File: src/include/clk_params.svh
/*
 * Clock board diagnostic widths and counts
 */
`ifndef CLK_PARAMS_SVH
`define CLK_PARAMS_SVH

// Function select and status word select
`define CLK_SEL_W 3
// One load data nibble
`define CLK_DATA_W 4
// Diagnostic status word
`define CLK_DIAG_W 6
`define CLK_BURST_W 8
// Rate select and source select fields
`define CLK_RATE_W 2
// EBOX section disables (CRM, EDP, CTL)
`define CLK_DIS_W 3
// Free running divider, covers the slowest rate of 1 in 8
`define CLK_DIV_W 3

`endif

File: src/verilog/clkPkg.sv
/*
 * Clock board types
 * Diagnostic function groups and the control and load function codes
 */
`include "clk_params.svh"

package clkPkg;

  typedef enum logic [1:0] {
    ctlFunc  = 2'd0,  // 00x control functions
    ldFunc   = 2'd1,  // 04x load functions
    readFunc = 2'd2   // Status word read
  } funcGroup_t;

  typedef enum logic [`CLK_SEL_W-1:0] {
    none       = 3'd0,
    start      = 3'd1,
    singleStep = 3'd2,
    eboxSS     = 3'd3,
    condSS     = 3'd4,  // Acts as a stop here
    burst      = 3'd5,
    clrReset   = 3'd6,
    setReset   = 3'd7
  } ctlFunc_t;

  typedef enum logic [`CLK_SEL_W-1:0] {
    ldNone0 = 3'd0,
    ldNone1 = 3'd1,
    burstLo = 3'd2,
    burstHi = 3'd3,
    rateSel = 3'd4,  // Source select and rate select together
    ebosDis = 3'd5,
    parChk  = 3'd6,
    misc    = 3'd7
  } ldFunc_t;

endpackage

File: src/verilog/diagFuncPort.sv
/*
 * Diagnostic function port
 * Four-phase req/ack handshake, decodes the accepted function into
 * one strobe and captures the status word on reads
 */
`include "clk_params.svh"

module diagFuncPort (
  input  logic                    CLK,
  input  logic                    FPGA_RESET,
  input  logic                    funcReq,
  input  clkPkg::funcGroup_t      funcGroup,
  input  logic [`CLK_SEL_W-1:0]   funcSel,
  input  logic [`CLK_DATA_W-1:0]  funcData,
  input  logic [`CLK_DIAG_W-1:0]  statusWord,
  output logic                    funcAck,
  output logic [`CLK_DIAG_W-1:0]  readData,
  output logic                    ctlStrobe,
  output clkPkg::ctlFunc_t        ctlCode,
  output logic                    ldStrobe,
  output clkPkg::ldFunc_t         ldCode,
  output logic [`CLK_DATA_W-1:0]  ldData,
  output logic [`CLK_SEL_W-1:0]   wordSel
);

  logic accept;

  // New request seen while the previous ack has dropped
  assign accept = funcReq & ~funcAck;

  // Status mux follows the select for the whole request
  assign wordSel = funcSel;

  always_ff @(posedge CLK) begin
    if (FPGA_RESET) begin
      funcAck   <= 1'b0;
      ctlStrobe <= 1'b0;
      ldStrobe  <= 1'b0;
      readData  <= '0;
    end else begin
      ctlStrobe <= accept && (funcGroup == clkPkg::ctlFunc);
      ldStrobe  <= accept && (funcGroup == clkPkg::ldFunc);
      if (accept) begin
        funcAck <= 1'b1;
      end else if (!funcReq) begin
        funcAck <= 1'b0;  // Host released req
      end
      if (accept && (funcGroup == clkPkg::readFunc)) begin
        readData <= statusWord;
      end
    end
  end

  // Codes and data travel with the strobes
  always_ff @(posedge CLK) begin
    if (accept) begin
      ctlCode <= clkPkg::ctlFunc_t'(funcSel);
      ldCode  <= clkPkg::ldFunc_t'(funcSel);
      ldData  <= funcData;
    end
  end

endmodule

File: src/verilog/clkConfigRegs.sv
/*
 * Load function configuration registers 044 to 047
 */
`include "clk_params.svh"

module clkConfigRegs (
  input  logic                    CLK,
  input  logic                    FPGA_RESET,
  input  logic                    ldStrobe,
  input  clkPkg::ldFunc_t         ldCode,
  input  logic [`CLK_DATA_W-1:0]  ldData,
  output logic [`CLK_RATE_W-1:0]  sourceSel,
  output logic [`CLK_RATE_W-1:0]  rateSel,
  output logic [`CLK_DIS_W-1:0]   ebosDis,
  output logic [`CLK_DATA_W-1:0]  parChk,
  output logic [`CLK_DATA_W-1:0]  miscEn
);

  always_ff @(posedge CLK) begin
    if (FPGA_RESET) begin
      sourceSel <= '0;
      rateSel   <= '0;  // One tick per cycle
      ebosDis   <= '0;
      parChk    <= '0;
      miscEn    <= '0;
    end else if (ldStrobe) begin
      case (ldCode)
        clkPkg::rateSel: begin
          sourceSel <= ldData[3:2];
          rateSel   <= ldData[1:0];
        end
        // CRM, EDP, CTL from high to low
        clkPkg::ebosDis: ebosDis <= ldData[`CLK_DIS_W-1:0];
        clkPkg::parChk:  parChk  <= ldData;
        clkPkg::misc:    miscEn  <= ldData;
        default: begin
          // Burst count codes go to the counter
        end
      endcase
    end
  end

endmodule

File: src/verilog/burstCounter.sv
/*
 * Burst counter
 * Loaded a nibble at a time, counts down one per burst tick
 */
`include "clk_params.svh"

module burstCounter (
  input  logic                    CLK,
  input  logic                    FPGA_RESET,
  input  logic                    ldStrobe,
  input  clkPkg::ldFunc_t         ldCode,
  input  logic [`CLK_DATA_W-1:0]  ldData,
  input  logic                    burstStep,
  output logic [`CLK_BURST_W-1:0] burstCount,
  output logic                    burstZero
);

  assign burstZero = (burstCount == '0);

  always_ff @(posedge CLK) begin
    if (FPGA_RESET) begin
      burstCount <= '0;
    end else if (ldStrobe && (ldCode == clkPkg::burstLo)) begin
      burstCount[3:0] <= ldData;
    end else if (ldStrobe && (ldCode == clkPkg::burstHi)) begin
      burstCount[7:4] <= ldData;
    end else if (burstStep) begin
      burstCount <= burstCount - 1'b1;  // Never stepped at zero
    end
  end

endmodule

File: src/verilog/clockGate.sv
/*
 * EBOX clock gate
 * Run modes, rate divider, gated clock enable and master reset flag
 */
`include "clk_params.svh"

module clockGate (
  input  logic                    CLK,
  input  logic                    FPGA_RESET,
  input  logic                    ctlStrobe,
  input  clkPkg::ctlFunc_t        ctlCode,
  input  logic [`CLK_RATE_W-1:0]  rateSel,
  input  logic                    burstZero,
  output logic                    runEnable,
  output logic                    burstStep,
  output logic                    goMode,
  output logic                    burstMode,
  output logic                    eboxSS,
  output logic                    mrReset
);

  logic [`CLK_DIV_W-1:0] rateCnt;
  logic [`CLK_DIV_W-1:0] rateMask;
  logic                  rateTick;
  logic                  stepPend;

  // 2^rateSel - 1, low bits that must all be set for a tick
  assign rateMask = (`CLK_DIV_W'(1) << rateSel) - 1'b1;
  assign rateTick = ((rateCnt & rateMask) == rateMask);

  assign burstStep = rateTick & burstMode & ~burstZero;

  always_ff @(posedge CLK) begin
    if (FPGA_RESET) begin
      rateCnt   <= '0;
      runEnable <= 1'b0;
      goMode    <= 1'b0;
      burstMode <= 1'b0;
      eboxSS    <= 1'b0;
      stepPend  <= 1'b0;
      mrReset   <= 1'b0;
    end else begin
      rateCnt   <= rateCnt + 1'b1;
      runEnable <= rateTick & (goMode | (burstMode & ~burstZero) | stepPend);

      if (ctlStrobe) begin
        // Any control function reloads every mode, so others stop the clock
        goMode    <= (ctlCode == clkPkg::start);
        burstMode <= (ctlCode == clkPkg::burst);
        eboxSS    <= (ctlCode == clkPkg::eboxSS);
      end

      if (ctlStrobe && (ctlCode == clkPkg::singleStep)) begin
        stepPend <= 1'b1;
      end else if (rateTick) begin
        stepPend <= 1'b0;  // Step used on this tick
      end

      if (ctlStrobe && (ctlCode == clkPkg::setReset)) begin
        mrReset <= 1'b1;
      end else if (ctlStrobe && (ctlCode == clkPkg::clrReset)) begin
        mrReset <= 1'b0;
      end
    end
  end

endmodule

File: src/verilog/clkDiagMux.sv
/*
 * Diagnostic status word select
 * Unused upper bits read as zero
 */
`include "clk_params.svh"

module clkDiagMux (
  input  logic [`CLK_SEL_W-1:0]   wordSel,
  input  logic                    goMode,
  input  logic                    burstMode,
  input  logic                    eboxSS,
  input  logic                    mrReset,
  input  logic [`CLK_BURST_W-1:0] burstCount,
  input  logic [`CLK_RATE_W-1:0]  sourceSel,
  input  logic [`CLK_RATE_W-1:0]  rateSel,
  input  logic [`CLK_DIS_W-1:0]   ebosDis,
  input  logic [`CLK_DATA_W-1:0]  parChk,
  input  logic [`CLK_DATA_W-1:0]  miscEn,
  output logic [`CLK_DIAG_W-1:0]  statusWord
);

  always_comb begin
    statusWord = '0;
    case (wordSel)
      3'd0: statusWord = {goMode, burstMode, burstCount[7:4]};  // Count high nibble
      3'd1: statusWord = {eboxSS, mrReset, burstCount[3:0]};
      3'd2: statusWord = {2'b00, sourceSel, rateSel};
      3'd3: statusWord = {3'b000, ebosDis};
      3'd4: statusWord = {2'b00, parChk};
      3'd5: statusWord = {2'b00, miscEn};
      default: statusWord = '0;  // Words 6 and 7
    endcase
  end

endmodule

File: src/verilog/clkBoard.sv
/*
 * Clock board diagnostic top level
 * Host function port, configuration, burst count and EBOX clock gate
 */
`include "clk_params.svh"

module clkBoard (
  input  logic                    CLK,
  input  logic                    FPGA_RESET,
  input  logic                    funcReq,
  input  clkPkg::funcGroup_t      funcGroup,
  input  logic [`CLK_SEL_W-1:0]   funcSel,
  input  logic [`CLK_DATA_W-1:0]  funcData,
  output logic                    funcAck,
  output logic [`CLK_DIAG_W-1:0]  readData,
  output logic                    runEnable,
  output logic                    mrReset
);

  logic                    ctlStrobe;
  clkPkg::ctlFunc_t        ctlCode;
  logic                    ldStrobe;
  clkPkg::ldFunc_t         ldCode;
  logic [`CLK_DATA_W-1:0]  ldData;
  logic [`CLK_SEL_W-1:0]   wordSel;
  logic [`CLK_DIAG_W-1:0]  statusWord;
  logic [`CLK_RATE_W-1:0]  sourceSel;
  logic [`CLK_RATE_W-1:0]  rateSel;
  logic [`CLK_DIS_W-1:0]   ebosDis;
  logic [`CLK_DATA_W-1:0]  parChk;
  logic [`CLK_DATA_W-1:0]  miscEn;
  logic [`CLK_BURST_W-1:0] burstCount;
  logic                    burstZero;
  logic                    burstStep;
  logic                    goMode;
  logic                    burstMode;
  logic                    eboxSS;

  diagFuncPort uPort (
    .CLK, .FPGA_RESET, .funcReq, .funcGroup, .funcSel, .funcData, .statusWord,
    .funcAck, .readData, .ctlStrobe, .ctlCode, .ldStrobe, .ldCode, .ldData, .wordSel
  );

  clkConfigRegs uConfig (
    .CLK, .FPGA_RESET, .ldStrobe, .ldCode, .ldData,
    .sourceSel, .rateSel, .ebosDis, .parChk, .miscEn
  );

  burstCounter uBurst (
    .CLK, .FPGA_RESET, .ldStrobe, .ldCode, .ldData, .burstStep,
    .burstCount, .burstZero
  );

  clockGate uGate (
    .CLK, .FPGA_RESET, .ctlStrobe, .ctlCode, .rateSel, .burstZero,
    .runEnable, .burstStep, .goMode, .burstMode, .eboxSS, .mrReset
  );

  clkDiagMux uDiag (
    .wordSel, .goMode, .burstMode, .eboxSS, .mrReset, .burstCount,
    .sourceSel, .rateSel, .ebosDis, .parChk, .miscEn, .statusWord
  );

endmodule

File: config.mk
export PLATFORM = sky130hd
export DESIGN_NAME = clkBoard
export DESIGN_NICKNAME = d
export VERILOG_FILES = /design/src/verilog/clkPkg.sv /design/src/verilog/diagFuncPort.sv /design/src/verilog/clkConfigRegs.sv /design/src/verilog/burstCounter.sv /design/src/verilog/clockGate.sv /design/src/verilog/clkDiagMux.sv /design/src/verilog/clkBoard.sv
export VERILOG_INCLUDE_DIRS = /design/src /design/src/include
export SDC_FILE = /design/constraint.sdc
export NUM_CORES = 1
export LEC_CHECK = 0
export BUFFER_PORTS_ARGS = -buffer_cell sky130_fd_sc_hd__buf_2
export CORE_MARGIN = 2
export CORE_UTILIZATION = 52
export DETAILED_ROUTE_END_ITERATION = 10
export GPL_TIMING_DRIVEN = 0
export HOLD_SLACK_MARGIN = 0.1
export PLACE_DENSITY_LB_ADDON = 0.08
export SLEW_MARGIN = 40
export SYNTH_ARGS = -nofsm -noshare
export SYNTH_HDL_FRONTEND = slang
export SYNTH_SLANG_ARGS = --single-unit
File: constraint.sdc
create_clock -name CLK -period 2 [get_ports CLK]
set_input_delay 0.1 -clock CLK [delete_from_list [all_inputs] [get_ports CLK]]
set_output_delay 0.1 -clock CLK [all_outputs]
set_load 0.03 [all_outputs]
==> impl_metrics.env <==
export IMPL_setup_viol=2
export IMPL_critical_path_arrival_ps=2170
export IMPL_hold_worst_slack_ps=149
export IMPL_viasPerCell=5.70
export IMPL_synth_fp_nets=263
export IMPL_area_growth_pct=20.2
export IMPL_start_kind="register"
export IMPL_avgSynthCellArea_um2=9.14
export IMPL_synthArstFlopShare_pct=0
export IMPL_num_io_pins=21
export IMPL_synth_yosys_seq_area_share_pct=45.5
export IMPL_portBuffers=19
export IMPL_grt_pass1_wl_um=9030
export IMPL_dr_pass1_iters=5
export IMPL_grt_max_degree=16
export IMPL_synthTopCellsByCount="41 x dfxtp_1, 32 x nor2_1, 25 x mux2i_1"
export IMPL_cts_sinks=48
export IMPL_cap_violations=0
export IMPL_slew_viol_final=0
export IMPL_num_rows=24
export IMPL_outcome="complete, but fails checks"
export IMPL_syn_inst=248
export IMPL_cts_clk_slew_worst_paths_ps=90
export IMPL_h_tree_depth=2
export IMPL_drtAntennaViolNets=0
export IMPL_critPathCaptureType="register"
export IMPL_path_cells="or4_4, o41a_4, a31oi_4, or2_4, o32ai_1"
export IMPL_die_h_um=70.0
export IMPL_dr_total_vias=1937
export IMPL_syn_area_um2=2270
export IMPL_layout_drive_gt1_share_pct=16.7
export IMPL_relSlewSlack_pct=58.8
export IMPL_rsz0062_at_grt="true"
export IMPL_tns_ps=-3.34
export IMPL_root_buffer="clkbuf_8"
export IMPL_cp_buffers_inverters=0
export IMPL_grt_pass1_vias=1877
export IMPL_pwr_density_cell_nw_per_um2=728
export IMPL_core_area_um2=4260
export IMPL_finClkSkew_ps=8.48
export IMPL_antenna_found_initial=0
export IMPL_power_uw=1980
export IMPL_hold_class="in2reg"
export IMPL_timing_final_ws_setup_ps=-2.69
export IMPL_synth_edf_count=7
export IMPL_fin_crit_ps=2000
export IMPL_synthDistinctLibCells=43
export IMPL_leakagePower_uw=0.00112
export IMPL_die_area_um2=4900
export IMPL_place_gp_congestion=0.887
export IMPL_yosys_warnings=0
export IMPL_wire_per_inst_um=16.0
export IMPL_path_delay_family="compound AO/OA/AOI/OAI gates"
export IMPL_worstMarginPinSlew_ps=613
export IMPL_n_antenna_cell=0
export IMPL_clockBufferDepth=2
export IMPL_synth_top_cell_area_share_pct=36.2
export IMPL_grtUsageTotal_pct=24.0
export IMPL_drtIter0Drc=178
export IMPL_crit_slowest_cell="or4_4"
export IMPL_start_util_pct=53.1
export IMPL_fin_crit_sh_pct=100
export IMPL_final_util_pct=63.8
export IMPL_required_ps=2170
export IMPL_hpwl_um=3790
export IMPL_violations="setup timing"
export IMPL_synthMostInstantiatedCell="dfxtp_1"
export IMPL_cts_buffers=5
export IMPL_synth_top_area_cell="dfxtp_1"
export IMPL_overflow=0
export IMPL_worstSetupPathType="reg2reg"
export IMPL_finalHoldViolations=0
export IMPL_ys_flop_type="dfxtp_1"
export IMPL_cp_max_fo=6
export IMPL_drc=0
export IMPL_clock_latency_ps=310
export IMPL_dieWidth_um=70.0
export IMPL_synthTopCellsByArea="dfxtp_1 36%, mux2i_1 11%, edfxtp_1 9.3%"
export IMPL_wirelength_um=5440
export IMPL_ir_worst_vdd_mv=0.469
export IMPL_fin_nets=302
export IMPL_ys_seq_elements=48
export IMPL_cts_tree="yes"
export IMPL_max_freq_ghz=0.499
export IMPL_slowest_delay_ps=520
## layer usage
metal  track usage (%)  wire length [µm]  vias to the layer above
li1                  -                 -                      966
met1              32.1              2440                      880
met2              38.7              2490                       76
met3              3.90               354                       15
met4              10.0               150                        0
met5                 0                 0                        -
## flip-flops by register name (all words and copies together), names as in the netlist
register,flops
uConfig.miscEn,4
uConfig.parChk,4
uConfig.sourceSel,2
uGate.mrReset,1
uPort.ctlStrobe,1
uConfig.rateSel,2
uGate.runEnable,1
uPort.ldStrobe,1
uBurst.burstCount,8
uGate.goMode,1
uConfig.ebosDis,3
uGate.burstMode,1
uGate.stepPend,1
uPort.ctlCode,3
uPort.readData,6
uPort.ldData,4
uPort.funcAck,1
uGate.rateCnt,3
uGate.eboxSS,1
## cells by family (layout without fill, tap and decap cells)
logic type | count (synthesis) | after routing | synth area share, %
AOI/OAI and AO/OA | 50 | 50 | 15.8
xor gates and xnor gates | 1 | 1 | 0.387
adders and majority gates | 3 | 3 | 1.66
buffers and inverters | 23 | 63 | 4.14
DFF | 48 | 48 | 45.5
muxes | 25 | 25 | 11.0
and+or+nand+nor | 98 | 98 | 21.5
## power by group
group / total (µW) / internal, µW / switching (µW)
Combinational: 138 / 57.0 / 80.7
Sequential: 1020 / 996 / 20.2
Clock: 827 / 500 / 327
Total: 1980 / 1550 / 428
## per-stage QoR
step	setup slack [ps]	instances	area (µm²)
finish	-2.69	340	2720
global route	-36.0	340	2720
detailed placement	-101	319	2430
global placement	-90.2	319	2430
CTS	-14.8	341	2700
floorplan	3.84	248	2270
## final cells by class
cell class / count / area (µm²)
flip-flops and latches: 48 / 1040
multi-input cells: 177 / 1160
repair buffers: 35 / 243
fillers: 384 / 1540
clock inverters: 2 / 60.1
inverters: 7 / 26.3
well taps: 52 / 65.1
clock buffers: 6 / 72.6
plain buffers: 13 / 57.6
## final timing paths
kind | start | end | slack [ps] | cells past startpoint
max | uBurst.burstCount[4] | uBurst.burstCount[6] | -3 | 5
min | FPGA_RESET | uPort.funcAck | 150 | 2
max reg2reg | uBurst.burstCount[4] | uBurst.burstCount[6] | -3 | 5
min reg2reg | uPort.readData[4] | uPort.readData[4] | 450 | 2
## layout by cell type (no fill, tap or decap), types with 7 or more instances in the layout
cell / synthesis / final
buf_2: 0 / 19
mux2i_1: 25 / 25
dlygate4sd3_1: 0 / 11
nor3_1: 11 / 10
nor2_1: 32 / 32
dfxtp_1: 41 / 38
o21ai_0: 7 / 7
clkbuf_1: 14 / 10
a21oi_1: 15 / 15
edfxtp_1: 7 / 7
inv_1: 7 / 7
nand2_1: 19 / 19
## worst reg2reg max path: stages, from the launching register on
cell and delay, ps:
dfxtp_4 360, or4_4 530, o41a_4 410, a31oi_4 300
or2_4 190, o32ai_1 80
## what timing repair did
| item | CTS | global route |
|---|---|---|
| pin swaps | 7 | 3 |
| endpoints found under the hold margin | 10 | 0 |
| gates cloned | 0 | 0 |
| endpoints found under the setup margin | 8 | 8 |
| resized for setup | 8 | 8 |
| buffers inserted | 4 | 1 |
| hold buffers | 11 | 0 |
Power figures use the tool's default switching activity.
